[src/verilog/delta_pkg.sv]
`default_nettype none

package delta_pkg;

    // width of one lane of a memory line.
    localparam int lane_w = 16;

    typedef logic signed [lane_w-1:0] lane_t;
    typedef logic [15:0] addr_t;
    typedef logic [15:0] count_t;

    // index of a client on the shared memory port.
    typedef logic [1:0] mem_client_t;

    localparam mem_client_t client_left = 2'd0;
    localparam mem_client_t client_right = 2'd1;
    localparam mem_client_t client_write = 2'd2;

    typedef enum logic [1:0]
    {
        arb_idle,
        arb_busy,
        arb_release
    } arb_state_t;

    typedef enum logic
    {
        engine_idle,
        engine_process
    } engine_state_t;

endpackage

`default_nettype wire
[src/verilog/delta_top.sv]
`timescale 1ns/100ps
`default_nettype none

module delta_top
    import delta_pkg::*;
#(
    parameter int LANES = 4,
    parameter int LOG2_DEPTH = 3
)
(
    input  wire                      clk,
    input  wire                      reset,
    input  wire                      op_start,
    input  wire count_t              cfg_count,
    input  wire addr_t               cfg_left_base,
    input  wire addr_t               cfg_right_base,
    input  wire addr_t               cfg_delta_base,
    output logic                     op_done,
    output logic                     mem_req,
    output logic                     mem_we,
    output addr_t                    mem_addr,
    output logic [LANES*lane_w-1:0]  mem_wdata,
    input  wire                      mem_ack,
    input  wire [LANES*lane_w-1:0]   mem_rdata
);

    logic left_req;
    logic left_we;
    addr_t left_addr;
    logic left_ack;
    logic right_req;
    logic right_we;
    addr_t right_addr;
    logic right_ack;
    logic write_req;
    logic write_we;
    addr_t write_addr;
    logic [LANES*lane_w-1:0] write_wdata;
    logic write_ack;
    logic [LANES*lane_w-1:0] cl_rdata;

    delta_engine #(.LANES(LANES), .LOG2_DEPTH(LOG2_DEPTH)) u_engine
    (
        .clk, .reset,
        .op_start, .op_done,
        .cfg_count, .cfg_left_base, .cfg_right_base, .cfg_delta_base,
        .left_req, .left_we, .left_addr, .left_ack,
        .right_req, .right_we, .right_addr, .right_ack,
        .write_req, .write_we, .write_addr, .write_wdata, .write_ack,
        .cl_rdata
    );

    mem_arbiter #(.LANES(LANES)) u_arbiter
    (
        .clk, .reset,
        .left_req, .left_we, .left_addr, .left_ack,
        .right_req, .right_we, .right_addr, .right_ack,
        .write_req, .write_we, .write_addr, .write_wdata, .write_ack,
        .cl_rdata,
        .mem_req, .mem_we, .mem_addr, .mem_wdata, .mem_ack, .mem_rdata
    );

endmodule

`default_nettype wire

[src/verilog/mem_arbiter.sv]
`timescale 1ns/100ps
`default_nettype none

module mem_arbiter
    import delta_pkg::*;
#(
    parameter int LANES = 4
)
(
    input  wire                      clk,
    input  wire                      reset,
    input  wire                      left_req,
    input  wire                      left_we,
    input  wire addr_t               left_addr,
    output logic                     left_ack,
    input  wire                      right_req,
    input  wire                      right_we,
    input  wire addr_t               right_addr,
    output logic                     right_ack,
    input  wire                      write_req,
    input  wire                      write_we,
    input  wire addr_t               write_addr,
    input  wire [LANES*lane_w-1:0]   write_wdata,
    output logic                     write_ack,
    output logic [LANES*lane_w-1:0]  cl_rdata,
    output logic                     mem_req,
    output logic                     mem_we,
    output addr_t                    mem_addr,
    output logic [LANES*lane_w-1:0]  mem_wdata,
    input  wire                      mem_ack,
    input  wire [LANES*lane_w-1:0]   mem_rdata
);

    arb_state_t state;
    mem_client_t grant;
    mem_client_t pick;
    logic [2:0] req_vec;
    logic any_req;
    logic ack_q;

    assign req_vec = {write_req, right_req, left_req};

    assign left_ack = ack_q && grant == client_left;
    assign right_ack = ack_q && grant == client_right;
    assign write_ack = ack_q && grant == client_write;

    // the nearest requester after the last grant wins, so scan from far to near.
    always_comb
    begin
        pick = grant;
        any_req = 1'b0;
        for (int i = 3; i >= 1; i--)
        begin
            if (req_vec[(int'(grant) + i) % 3])
            begin
                pick = mem_client_t'((int'(grant) + i) % 3);
                any_req = 1'b1;
            end
        end
    end

    always_ff @(posedge clk)
    begin
        if (reset)
        begin
            state <= arb_idle;
            grant <= client_write;
            mem_req <= 1'b0;
            ack_q <= 1'b0;
        end
        else
        begin
            case (state)
                arb_idle:
                begin
                    if (any_req)
                    begin
                        grant <= pick;
                        mem_req <= 1'b1;
                        state <= arb_busy;
                    end
                end
                arb_busy:
                begin
                    if (mem_ack)
                    begin
                        ack_q <= 1'b1;
                        state <= arb_release;
                    end
                end
                arb_release:
                begin
                    // follow the client down, then wait for the memory to let go.
                    mem_req <= req_vec[grant];
                    if (!mem_req && !mem_ack)
                    begin
                        ack_q <= 1'b0;
                        state <= arb_idle;
                    end
                end
                default:
                    state <= arb_idle;
            endcase
        end
    end

    // the transaction is captured at grant, since a client may move its
    // address as soon as it drops req.
    always_ff @(posedge clk)
    begin
        if (state == arb_idle && any_req)
        begin
            case (pick)
                client_left:
                begin
                    mem_we <= left_we;
                    mem_addr <= left_addr;
                end
                client_right:
                begin
                    mem_we <= right_we;
                    mem_addr <= right_addr;
                end
                default:
                begin
                    mem_we <= write_we;
                    mem_addr <= write_addr;
                end
            endcase
            mem_wdata <= write_wdata;
        end
        if (state == arb_busy && mem_ack)
            cl_rdata <= mem_rdata;
    end

    assert property (@(posedge clk) disable iff (reset)
        !$stable(grant) |-> $past(state) == arb_idle)
        else $error("mem_arbiter: grant changed outside idle");
    assert property (@(posedge clk) disable iff (reset)
        $rose(mem_req) |-> !$past(mem_ack))
        else $error("mem_arbiter: mem_req rose while mem_ack high");

endmodule

`default_nettype wire

[src/verilog/delta_engine.sv]
`timescale 1ns/100ps
`default_nettype none

module delta_engine
    import delta_pkg::*;
#(
    parameter int LANES = 4,
    parameter int LOG2_DEPTH = 3
)
(
    input  wire                      clk,
    input  wire                      reset,
    input  wire                      op_start,
    output logic                     op_done,
    input  wire count_t              cfg_count,
    input  wire addr_t               cfg_left_base,
    input  wire addr_t               cfg_right_base,
    input  wire addr_t               cfg_delta_base,
    output logic                     left_req,
    output logic                     left_we,
    output addr_t                    left_addr,
    input  wire                      left_ack,
    output logic                     right_req,
    output logic                     right_we,
    output addr_t                    right_addr,
    input  wire                      right_ack,
    output logic                     write_req,
    output logic                     write_we,
    output addr_t                    write_addr,
    output logic [LANES*lane_w-1:0]  write_wdata,
    input  wire                      write_ack,
    input  wire [LANES*lane_w-1:0]   cl_rdata
);

    localparam int line_w = LANES * lane_w;

    engine_state_t state;
    count_t count_q;
    addr_t left_base_q;
    addr_t right_base_q;
    addr_t delta_base_q;
    logic trigger;
    logic left_empty;
    logic right_empty;
    logic room;
    logic pop;
    logic sub_in_valid;
    logic sub_out_valid;
    logic write_done;
    logic [line_w-1:0] left_line;
    logic [line_w-1:0] right_line;
    logic [line_w-1:0] delta_line;

    // both FIFOs advance together, and only while the writer has credit.
    assign pop = (state == engine_process) && !left_empty && !right_empty && room;

    always_ff @(posedge clk)
    begin
        if (state == engine_idle && op_start)
        begin
            count_q <= cfg_count;
            left_base_q <= cfg_left_base;
            right_base_q <= cfg_right_base;
            delta_base_q <= cfg_delta_base;
        end
    end

    always_ff @(posedge clk)
    begin
        if (reset)
        begin
            state <= engine_idle;
            trigger <= 1'b0;
            op_done <= 1'b0;
            sub_in_valid <= 1'b0;
        end
        else
        begin
            trigger <= 1'b0;
            op_done <= 1'b0;
            sub_in_valid <= pop;
            case (state)
                engine_idle:
                begin
                    if (op_start)
                    begin
                        trigger <= 1'b1;
                        state <= engine_process;
                    end
                end
                engine_process:
                begin
                    // an empty operation has nothing to wait for.
                    if (count_q == '0 || write_done)
                    begin
                        op_done <= 1'b1;
                        state <= engine_idle;
                    end
                end
                default:
                    state <= engine_idle;
            endcase
        end
    end

    region_reader #(.LANES(LANES), .LOG2_DEPTH(LOG2_DEPTH)) u_left_reader
    (
        .clk, .reset,
        .start(trigger), .base(left_base_q), .count(count_q),
        .cl_req(left_req), .cl_we(left_we), .cl_addr(left_addr),
        .cl_ack(left_ack), .cl_rdata,
        .fifo_pop(pop), .fifo_data(left_line), .fifo_empty(left_empty)
    );

    region_reader #(.LANES(LANES), .LOG2_DEPTH(LOG2_DEPTH)) u_right_reader
    (
        .clk, .reset,
        .start(trigger), .base(right_base_q), .count(count_q),
        .cl_req(right_req), .cl_we(right_we), .cl_addr(right_addr),
        .cl_ack(right_ack), .cl_rdata,
        .fifo_pop(pop), .fifo_data(right_line), .fifo_empty(right_empty)
    );

    vector_subtract #(.LANES(LANES)) u_subtract
    (
        .clk, .reset,
        .in_valid(sub_in_valid),
        .left_line, .right_line,
        .out_valid(sub_out_valid),
        .delta_line
    );

    region_writer #(.LANES(LANES), .LOG2_DEPTH(LOG2_DEPTH)) u_writer
    (
        .clk, .reset,
        .start(trigger), .base(delta_base_q), .count(count_q),
        .push(sub_out_valid), .push_data(delta_line), .room,
        .cl_req(write_req), .cl_we(write_we), .cl_addr(write_addr),
        .cl_wdata(write_wdata), .cl_ack(write_ack),
        .done(write_done)
    );

endmodule

`default_nettype wire

[src/verilog/region_writer.sv]
`timescale 1ns/100ps
`default_nettype none

module region_writer
    import delta_pkg::*;
#(
    parameter int LANES = 4,
    parameter int LOG2_DEPTH = 3
)
(
    input  wire                      clk,
    input  wire                      reset,
    input  wire                      start,
    input  wire addr_t               base,
    input  wire count_t              count,
    input  wire                      push,
    input  wire [LANES*lane_w-1:0]   push_data,
    output logic                     room,
    output logic                     cl_req,
    output logic                     cl_we,
    output addr_t                    cl_addr,
    output logic [LANES*lane_w-1:0]  cl_wdata,
    input  wire                      cl_ack,
    output logic                     done
);

    count_t target;
    count_t written;
    count_t free;
    logic wait_low;
    logic loaded;
    logic fifo_pop;
    logic fifo_empty;

    assign cl_we = 1'b1;

    // up to three lines can still be inside the subtractor.
    assign room = free > count_t'(3);

    assign fifo_pop = !fifo_empty && !loaded && !cl_req && !wait_low;

    always_ff @(posedge clk)
    begin
        if (reset)
        begin
            cl_req <= 1'b0;
            wait_low <= 1'b0;
            loaded <= 1'b0;
            done <= 1'b0;
            written <= '0;
            target <= '0;
        end
        else
        begin
            done <= 1'b0;
            if (start)
            begin
                cl_addr <= base;
                target <= count;
                written <= '0;
            end
            else if (cl_req)
            begin
                if (cl_ack)
                begin
                    cl_req <= 1'b0;
                    wait_low <= 1'b1;
                end
            end
            else if (wait_low)
            begin
                if (!cl_ack)
                begin
                    wait_low <= 1'b0;
                    cl_addr <= cl_addr + 1'b1;
                    written <= written + 1'b1;
                    done <= count_t'(written + 1'b1) == target;
                end
            end
            else if (loaded)
            begin
                // the popped line is on the FIFO output by now.
                loaded <= 1'b0;
                cl_req <= 1'b1;
            end
            else if (fifo_pop)
                loaded <= 1'b1;
        end
    end

    line_fifo #(.LANES(LANES), .LOG2_DEPTH(LOG2_DEPTH)) u_fifo
    (
        .clk,
        .reset,
        .push,
        .push_data,
        .pop(fifo_pop),
        .pop_data(cl_wdata),
        .full(),
        .empty(fifo_empty),
        .free
    );

    assert property (@(posedge clk) disable iff (reset)
        cl_req && $past(cl_req) |-> $stable(cl_wdata))
        else $error("region_writer: write data moved during a request");

endmodule

`default_nettype wire

[src/verilog/vector_subtract.sv]
`timescale 1ns/100ps
`default_nettype none

module vector_subtract
    import delta_pkg::*;
#(
    parameter int LANES = 4
)
(
    input  wire                      clk,
    input  wire                      reset,
    input  wire                      in_valid,
    input  wire [LANES*lane_w-1:0]   left_line,
    input  wire [LANES*lane_w-1:0]   right_line,
    output logic                     out_valid,
    output logic [LANES*lane_w-1:0]  delta_line
);

    // one extra bit holds any difference of two lanes.
    typedef logic signed [lane_w:0] wide_t;

    wide_t diff_q [LANES];
    logic mid_valid;

    always_ff @(posedge clk)
    begin
        if (reset)
        begin
            mid_valid <= 1'b0;
            out_valid <= 1'b0;
        end
        else
        begin
            mid_valid <= in_valid;
            out_valid <= mid_valid;
        end
    end

    always_ff @(posedge clk)
    begin
        for (int i = 0; i < LANES; i++)
        begin
            diff_q[i] <= wide_t'(lane_t'(left_line[i*lane_w +: lane_w]))
                       - wide_t'(lane_t'(right_line[i*lane_w +: lane_w]));
            // the top two bits differ only when the lane range is exceeded.
            if (diff_q[i][lane_w] != diff_q[i][lane_w-1])
                delta_line[i*lane_w +: lane_w] <=
                    {diff_q[i][lane_w], {(lane_w-1){~diff_q[i][lane_w]}}};
            else
                delta_line[i*lane_w +: lane_w] <= diff_q[i][lane_w-1:0];
        end
    end

endmodule

`default_nettype wire

[src/verilog/region_reader.sv]
`timescale 1ns/100ps
`default_nettype none

module region_reader
    import delta_pkg::*;
#(
    parameter int LANES = 4,
    parameter int LOG2_DEPTH = 3
)
(
    input  wire                      clk,
    input  wire                      reset,
    input  wire                      start,
    input  wire addr_t               base,
    input  wire count_t              count,
    output logic                     cl_req,
    output logic                     cl_we,
    output addr_t                    cl_addr,
    input  wire                      cl_ack,
    input  wire [LANES*lane_w-1:0]   cl_rdata,
    input  wire                      fifo_pop,
    output logic [LANES*lane_w-1:0]  fifo_data,
    output logic                     fifo_empty
);

    count_t remaining;
    count_t free;
    logic wait_low;
    logic fifo_push;

    assign cl_we = 1'b0;

    // req drops on the edge after ack, so this is a single-cycle push.
    assign fifo_push = cl_req && cl_ack;

    always_ff @(posedge clk)
    begin
        if (reset)
        begin
            cl_req <= 1'b0;
            wait_low <= 1'b0;
            remaining <= '0;
        end
        else if (start)
        begin
            cl_addr <= base;
            remaining <= count;
        end
        else if (cl_req)
        begin
            if (cl_ack)
            begin
                cl_req <= 1'b0;
                wait_low <= 1'b1;
                cl_addr <= cl_addr + 1'b1;
                remaining <= remaining - 1'b1;
            end
        end
        else if (wait_low)
        begin
            if (!cl_ack)
                wait_low <= 1'b0;
        end
        else if (remaining != '0 && free != '0)
        begin
            // only one read is ever outstanding, so one free slot is enough.
            cl_req <= 1'b1;
        end
    end

    line_fifo #(.LANES(LANES), .LOG2_DEPTH(LOG2_DEPTH)) u_fifo
    (
        .clk,
        .reset,
        .push(fifo_push),
        .push_data(cl_rdata),
        .pop(fifo_pop),
        .pop_data(fifo_data),
        .full(),
        .empty(fifo_empty),
        .free
    );

    assert property (@(posedge clk) disable iff (reset)
        cl_req && $past(cl_req) |-> $stable(cl_addr))
        else $error("region_reader: address moved during a request");

endmodule

`default_nettype wire

[src/verilog/line_fifo.sv]
`timescale 1ns/100ps
`default_nettype none

module line_fifo
    import delta_pkg::*;
#(
    parameter int LANES = 4,
    parameter int LOG2_DEPTH = 3
)
(
    input  wire                      clk,
    input  wire                      reset,
    input  wire                      push,
    input  wire [LANES*lane_w-1:0]   push_data,
    input  wire                      pop,
    output logic [LANES*lane_w-1:0]  pop_data,
    output logic                     full,
    output logic                     empty,
    output count_t                   free
);

    localparam int depth = 1 << LOG2_DEPTH;

    logic [LANES*lane_w-1:0] storage [depth];
    logic [LOG2_DEPTH-1:0] wr_ptr;
    logic [LOG2_DEPTH-1:0] rd_ptr;
    logic [LOG2_DEPTH:0] used;

    assign full = used == (LOG2_DEPTH+1)'(depth);
    assign empty = used == '0;
    assign free = count_t'(depth) - count_t'(used);

    // the read port is registered, so popped data shows up one cycle later.
    always_ff @(posedge clk)
    begin
        if (push)
            storage[wr_ptr] <= push_data;
        if (pop)
            pop_data <= storage[rd_ptr];
    end

    always_ff @(posedge clk)
    begin
        if (reset)
        begin
            wr_ptr <= '0;
            rd_ptr <= '0;
            used <= '0;
        end
        else
        begin
            if (push)
                wr_ptr <= wr_ptr + 1'b1;
            if (pop)
                rd_ptr <= rd_ptr + 1'b1;
            used <= used + (LOG2_DEPTH+1)'(push) - (LOG2_DEPTH+1)'(pop);
        end
    end

    assert property (@(posedge clk) disable iff (reset) push |-> !full)
        else $error("line_fifo: push while full");
    assert property (@(posedge clk) disable iff (reset) pop |-> !empty)
        else $error("line_fifo: pop while empty");

endmodule

`default_nettype wire

[config.mk]
export PLATFORM = sky130hd
export DESIGN_NAME = delta_top
export DESIGN_NICKNAME = d
export VERILOG_FILES = /design/src/verilog/delta_pkg.sv /design/src/verilog/delta_top.sv /design/src/verilog/mem_arbiter.sv /design/src/verilog/delta_engine.sv /design/src/verilog/region_writer.sv /design/src/verilog/vector_subtract.sv /design/src/verilog/region_reader.sv /design/src/verilog/line_fifo.sv
export SDC_FILE = /design/constraint.sdc
export NUM_CORES = 2
export LEC_CHECK = 0
export BUFFER_PORTS_ARGS = -buffer_cell sky130_fd_sc_hd__buf_2
export CELL_PAD_IN_SITES_DETAIL_PLACEMENT = 1
export CELL_PAD_IN_SITES_GLOBAL_PLACEMENT = 2
export CORE_UTILIZATION = 45
export CTS_BUF_LIST = sky130_fd_sc_hd__clkbuf_2
export DETAILED_ROUTE_END_ITERATION = 12
export GPL_TIMING_DRIVEN = 0
export HOLD_SLACK_MARGIN = 0.15
export PLACE_DENSITY_LB_ADDON = 0.1
export RECOVER_POWER = 100
export SLEW_MARGIN = 20
export SYNTH_ARGS = -nofsm -noshare
export SYNTH_HDL_FRONTEND = slang
export SYNTH_SLANG_ARGS = --single-unit
[constraint.sdc]
create_clock -name clk -period 23.4 [get_ports clk]
set_clock_uncertainty 0.05 [all_clocks]
set_input_delay 3.51 -clock clk [delete_from_list [all_inputs] [get_ports clk]]
set_output_delay 3.51 -clock clk [all_outputs]
set_load 0.02 [all_outputs]
Word level (Yosys, flattened, before mapping)
Memory sizes are Yosys's and may differ from the RTL's. A register that Yosys moved wholly into a read port is not among the register bits.
Index checks and enable logic that the tools add are counted.
{"block": "word_totals", "regBits": 435, "ramBits": 1604, "memories": 4, "inputBits": 132}
{"block": "classes", "reduce_logical": 63, "bitwise": 10, "div_mod_pow": 3, "muxes": 84, "n_eq_ne": 18, "n_lt_le_gt_ge": 5, "addsub": 28}
{"memory": "u_engine.u_left_reader.u_fifo.storage", "depth": 8, "width": 64, "rd": 1, "rd_clocked_by_memory_dff": 1, "write_ports": 1, "line": "line_fifo.sv:24", "text": "logic [LANES*lane_w-1:0] storage [depth];"}
{"memory": "u_engine.u_right_reader.u_fifo.storage", "depth": 8, "width": 64, "rd": 1, "rd_clocked_by_memory_dff": 1, "write_ports": 1, "line": "line_fifo.sv:24"}
{"memory": "u_engine.u_writer.u_fifo.storage", "depth": 8, "width": 64, "rd": 1, "rd_clocked_by_memory_dff": 1, "write_ports": 1, "line": "line_fifo.sv:24"}
{"memory": "u_engine.u_subtract.diff_q", "depth": 4, "width": 17, "rd": 4, "rd_clocked_by_memory_dff": 0, "write_ports": 4, "line": "vector_subtract.sv:22", "text": "wide_t diff_q [LANES];"}
{"operator": "16-bit 2-to-1 mux", "count": 20}
{"operator": "32-bit by 4-bit less-than comparator with 1-bit output (second input constant)", "count": 3}
{"operator": "32-bit by 3-bit remainder unit with 32-bit output (second input constant)", "count": 3}
{"operator": "16-bit by 16-bit subtractor with 17-bit output", "count": 4}
{"operator": "16-bit by 1-bit adder with 16-bit output (second input constant)", "count": 4}
{"operator": "16-bit nonzero test", "count": 4}
{"operator": "1-bit 2-to-1 mux", "count": 49}
{"operator": "16-bit one-hot mux with 2 select lines", "count": 1}
{"operator": "16-bit by 1-bit subtractor with 16-bit output (second input constant)", "count": 2}
{"operator": "3-bit by 1-bit adder with 3-bit output (second input constant)", "count": 6}
{"operator": "3-bit AND reduction", "count": 6}
{"operator": "1-bit logical AND", "count": 17}
{"operator": "16-bit == test", "count": 1}
{"operator": "16-bit by 2-bit greater-than comparator with 1-bit output (second input constant)", "count": 1}
{"operator": "16-bit zero test", "count": 1}
{"operator": "4-bit by 4-bit subtractor with 5-bit output (first input constant)", "count": 3}
{"operator": "2-bit by 1-bit != test with 1-bit output (second input constant)", "count": 7}
{"operator": "2-bit AND reduction", "count": 7}
{"operator": "2-bit nonzero test", "count": 7}
{"operator": "4-bit by 1-bit adder with 4-bit output", "count": 3}
{"operator": "4-bit zero test", "count": 3}
{"operator": "2-bit 2-to-1 mux", "count": 6}
{"operator": "4-bit by 1-bit subtractor with 4-bit output", "count": 3}
{"operator": "1-bit inverter", "count": 10}
{"operator": "16 further kinds", "count": 40}

Logic depth before layout (Yosys ltp)
{"block": "logic_depth", "depth_word": 11, "depth_mapped": 14}

Modules after synthesis
A second synthesis with hierarchy kept.
{"block": "hier_totals", "cells_unflattened": 4494, "hier_area_um2": 86524.2}
{"mod": "line_fifo", "cells_per_inst": 885, "seq_area_each_um2": 17496.8, "area_per_inst_um2": 21829.7, "n_inst": 3}
{"mod": "vector_subtract", "cells_per_inst": 715, "seq_area_each_um2": 2682.6, "area_per_inst_um2": 6660.1, "n_inst": 1}
{"mod": "mem_arbiter", "cells_per_inst": 271, "seq_area_each_um2": 4474.3, "area_per_inst_um2": 5327.6, "n_inst": 1}
{"mod": "region_reader", "cells_per_inst": 222, "seq_area_each_um2": 840.8, "area_per_inst_um2": 2034.5, "n_inst": 2}
{"mod": "region_writer", "cells_per_inst": 327, "seq_area_each_um2": 1201.2, "area_per_inst_um2": 2862.7, "n_inst": 1}
{"mod": "delta_engine", "cells_per_inst": 82, "seq_area_each_um2": 2001.9, "area_per_inst_um2": 2115.8, "n_inst": 1}

Least setup slack after synthesis
Ideal clock, no wire load.
{"block": "synth_timing", "kind": "flip-flop to flip-flop", "from": "register u_arbiter.grant[0]", "to": "memory u_engine.u_left_reader.u_fifo.storage[2][0] in the netlist's numbering (enable)", "arrival_time_ns": 7.406, "stages_incl_launch_ff": 5, "setup_ns": 0.666, "slack_ns": 15.278, "path_cell_list": "dfxtp_1 -> inv_1 -> ha_1 -> nand3_1 -> nor4b_1"}
{"block": "synth_via", "elab_chain_len": 5}
{"element": "start, declared", "line": "mem_arbiter.sv:35", "text": "mem_client_t grant;"}
{"element": "start signal, assigned", "line": "mem_arbiter.sv:67", "text": "grant <= client_write;"}
{"element": "start signal, assigned", "line": "mem_arbiter.sv:78", "text": "grant <= pick;"}
{"element": "2-bit zero test", "line": "mem_arbiter.sv:43", "text": "assign left_ack = ack_q && grant == client_left;"}
{"element": "1-bit logical AND", "line": "mem_arbiter.sv:43"}
{"element": "1-bit logical AND", "line": "region_reader.sv:34", "text": "assign fifo_push = cl_req && cl_ack;"}
{"element": "1-bit 2-to-1 mux", "line": "line_fifo.sv:36", "text": "if (push)"}
{"element": "1-bit 2-to-1 mux (not written as such)", "line": "line_fifo.sv:37", "text": "storage[wr_ptr] <= push_data;"}
{"element": "end, declared", "line": "line_fifo.sv:24"}
No other way between the ends.

Worst setup path in the final report
{"block": "layout_timing", "from": "register u_engine.u_right_reader.u_fifo.used[3]", "to": "register u_engine.u_right_reader.u_fifo.pop_data[29] (read register of u_engine.u_right_reader.u_fifo.storage) (enable)"}
{"block": "layout_via", "elab_chain_len": 4}
{"element": "start, declared", "line": "line_fifo.sv:27", "text": "logic [LOG2_DEPTH:0] used;"}
{"element": "start signal, assigned", "line": "line_fifo.sv:56", "text": "used <= used + (LOG2_DEPTH+1)'(push) - (LOG2_DEPTH+1)'(pop);"}
{"element": "4-bit zero test", "line": "line_fifo.sv:30", "text": "assign empty = used == '0;"}
{"element": "1-bit zero test", "line": "delta_engine.sv:55", "text": "assign pop = (state == engine_process) && !left_empty && !right_empty && room;"}
{"element": "1-bit logical AND (2 in a row)", "line": "delta_engine.sv:55"}
{"element": "via u_engine.pop", "line": "delta_engine.sv:46", "text": "logic pop;"}
{"element": "end, declared", "line": "line_fifo.sv:16", "text": "output logic [LANES*lane_w-1:0] pop_data,"}
The timed path passes the listed nets, and every way through them passes these cells.
A chain may end at the register's enable or synchronous reset.

==> results.md <==
* Max-slew violation count at 437
* Final total negative setup slack at 0 ns
* Detailed-route via count at 43.3k
* Later-pin clock latency in the skew report at 1.86 ns
* Setup ws final at 16.69 ns
* CTS tree: yes
* FF-to-FF path depth at 7
* Layout Cells excl Fill at 8247
* GR Util All Layers at 0.212
* CP Class: flop to flop
* Max-cap violation count at 17
* Number of synthesized register bits at 2231
* EDFF count, synth at 1985
* Most used cell along the critical path: clkbuf_1
* Synth-to-Final Area Change at 11.8%
* Layout fillers at 17.7k
* Synth Instances at 4327
* Crit-path max FO at 40
* Crit share post-route at 0.287
* Initial DRT Pass Iterations at 7
* Syn nets at 4574
* Core box area at 186000 um^2
* Crit. End Element: flop
* Io pins at 215
* Starting density of the core at 0.455
* Hold-fix buffer count after cts at 0
* Worst R2R Setup Slack at 16.69 ns
* Final Hold Fails at 0
* Port-buffer cells at 213
* Reg clk slew, reported paths at 0.10 ns
* Final setup vio count at 0
* Critical Path RT at 24.68 ns
* Leading area contributor after synthesis: edfxtp_1
* Syn Std Cell Area at 84800 um^2
* Critical Path Max Stage Delay at 2.03 ns
* Largest net degree at the start of global routing at 49
* Placed Instances at 7239
* Wirelength per Cell at 24.4 um
* NumNets Final at 5597
* Crit path buf inv count at 4
* Congestion Overflow GR at 0
* Sw Pwr at 2330 uW
* Leak at 0.0320 uW
* # resized after CTS at 0
* Num Clock Sinks at 2231
* FF-to-FF Start: u_engine.u_right_reader.u_fifo.used[3]
* Asr flop ratio synth at 0
* Synth top area share at 0.703
* Final ANT Viol Nets at 0
* Part of the power in registers at 0.569
* Startpoint Class: flop
* Top_reg_cell synth: edfxtp_1
* Setup bufs post-CTS at 0
* WP data arrival at 7.99 ns
* Layout cells sized above 1 at 0.284
* Global-route wire length before repair at 297 mm
* Outcome: finished, violations left
* Initial antenna violation count at 18
* Hold Crit Class: flop to flop
* Crit Reg-Reg Endpoint: u_engine.u_right_reader.u_fifo.pop_data[29]
* Most frequent cells in the layout: edfxtp_1, clkbuf_2, clkbuf_1
* Number of synthesis warnings at 0
* Area occupied by multi-input gates at 19000 um^2
* Rows at 158
* Pwr Density at 88.9 nW/um^2
* Die width at 436 um
* Max frequency at 0.149 GHz
* Setup WS pre-CTS at 17.48 ns
* Register area at 64500 um^2
* Hold Path Depth at 0
* 1st-iter DRT viols at 2687
* Power share of the combinational group at 0.115
* DIE HEIGHT at 436 um
* Failing checks: capacitance limit, slew limit
* Register area share after synthesis at 0.761
* Clock Tree Buf Depth at 4
* HP Start: u_engine.u_writer.u_fifo.pop_data[60]
* Hold Path End: u_arbiter.mem_wdata[60]
* CP top delay family: buffers and inverters
* CTS Root Cell: clkbuf_2
* Clock Power Share at 0.316
* Vias in the first global route at 46.9k
* Slew @ Worst Pin at 2.82 ns
* Placed wire-length estimate at 136 mm
* Sw frac at 0.276
* Mapped Avg Cell Area at 19.6 um^2
* Relative slew slack at -0.881
* Drt drc at 0
* Count of cell types in the netlist at 77
* Crit path max-delay cell type: clkbuf_1
* RSZ-0062 raised after global routing: no
* Synth top area cells: edfxtp_1, mux4_2, dfxtp_1
* Most common cell after layout, fill and taps aside: edfxtp_1
* GP Congestion at 0.770
* Max VDD drop at 0.0554 mV
* Vias per cell at 5.25
* Clock H-tree levels at 6
* Die area at 190000 um^2
* Post-Route WL at 201 mm
* Pint at 6100 uW
* Num CTS Buffers at 589
* Cell Chain, Critical Path: inv_1 -> ha_1 -> a221oi_1 -> o311a_1 -> clkbuf_1 -> clkbuf_1 -> clkbuf_1
* Clock period minus worst slack at 6.71 ns
==> worst max path at each step <==
stage / cells after the start / slack, ns / to / startpoint
floorplan: 4 / 15.28 / u_engine.u_left_reader.u_fifo.storage[2][0] / u_arbiter.grant[0]
global placement: 4 / 6.21 / u_engine.u_left_reader.u_fifo.storage[2][29] / u_arbiter.grant[0]
detailed placement: 8 / 17.48 / u_engine.u_writer.done / reset
CTS: 1 / 17.06 / mem_wdata[51] / u_arbiter.mem_wdata[51]
global route: 7 / 16.03 / u_engine.u_left_reader.u_fifo.pop_data[29] / u_engine.u_left_reader.u_fifo.used[2]
finish: 7 / 16.69 / u_engine.u_right_reader.u_fifo.pop_data[29] / u_engine.u_right_reader.u_fifo.used[3]
==> state kept, by name, indices dropped and copies added (netlist names), 64 cells and up <==
register and cells:
u_engine.u_left_reader.u_fifo.storage 512, u_engine.u_right_reader.u_fifo.pop_data 64, u_engine.u_subtract.diff_q 68, u_engine.u_writer.u_fifo.pop_data 64, u_arbiter.cl_rdata 64, u_engine.u_left_reader.u_fifo.pop_data 64
u_engine.u_right_reader.u_fifo.storage 512, u_engine.u_subtract.delta_line 64, u_arbiter.mem_wdata 64, u_engine.u_writer.u_fifo.storage 512
==> Yosys cell counts, drive strengths merged, types with 94 or more instances <==
library cell / instances
nand2: 140
o21ai: 101
ha: 108
mux2: 197
inv: 135
xnor2: 94
dfxtp: 246
mux4: 384
a21oi: 111
edfxtp: 1985
nor2: 155
clkbuf: 103
==> layer usage <==
layer | vias up | part of all wire | track usage
li1 | 19536 | - | -
met1 | 22255 | 0.44 | 0.285
met2 | 1182 | 0.48 | 0.341
met3 | 349 | 0.051 | 0.0443
met4 | 0 | 0.028 | 0.0809
met5 | - | 0 | 0
==> stage by stage <==
step	power (uW)	util	instance area [um^2]	hold WS, ns
after floorplan	5490	-	84800	0.350
after global placement	5910	0.478	88900	0.350
after detailed placement	5950	0.492	91600	0.355
after CTS	8630	0.519	96700	0.341
after global routing	8830	0.509	94800	0.319
final	8430	0.509	94800	0.308
==> power groups by stage <==
stage | Clock, uW | Combinational [uW] | Sequential, uW
2_1_floorplan | 0 | 560 | 4930
3_3_place_gp | 0 | 995 | 4910
3_5_place_dp | 0 | 1060 | 4880
4_1_cts | 2780 | 1060 | 4790
5_1_grt | 2950 | 1050 | 4830
6_report | 2660 | 968 | 4800
==> cell type report <==
cell class / instances / area share
plain buffers: 167 / 0.00725
clock buffers: 896 / 0.0473
flip-flops and latches: 2231 / 0.681
repair buffers: 432 / 0.0185
well taps: 2480 / 0.0327
clock inverters: 100 / 0.00661
inverters: 136 / 0.00541
diodes: 12 / 0.000317
multi-input cells: 1793 / 0.201
==> worst register-to-register path, cell delays in order, from the launching register on <==
cell and delay [ns]:
dfxtp_1 0.37, inv_1 0.06, ha_1 0.18, a221oi_1 0.43
o311a_1 0.25, clkbuf_1 0.88, clkbuf_1 1.91, clkbuf_1 2.04
==> kinds of logic after synthesis <==
group,after synthesis,share of synthesized area
xor+xnor,161,0.0166
fa+ha+maj,115,0.0176
mux,620,0.133
compound gates,401,0.0299
buf+inv,303,0.0142
simple gates,496,0.0277
flops,2231,0.761
(Power assumes the default switching activity.)
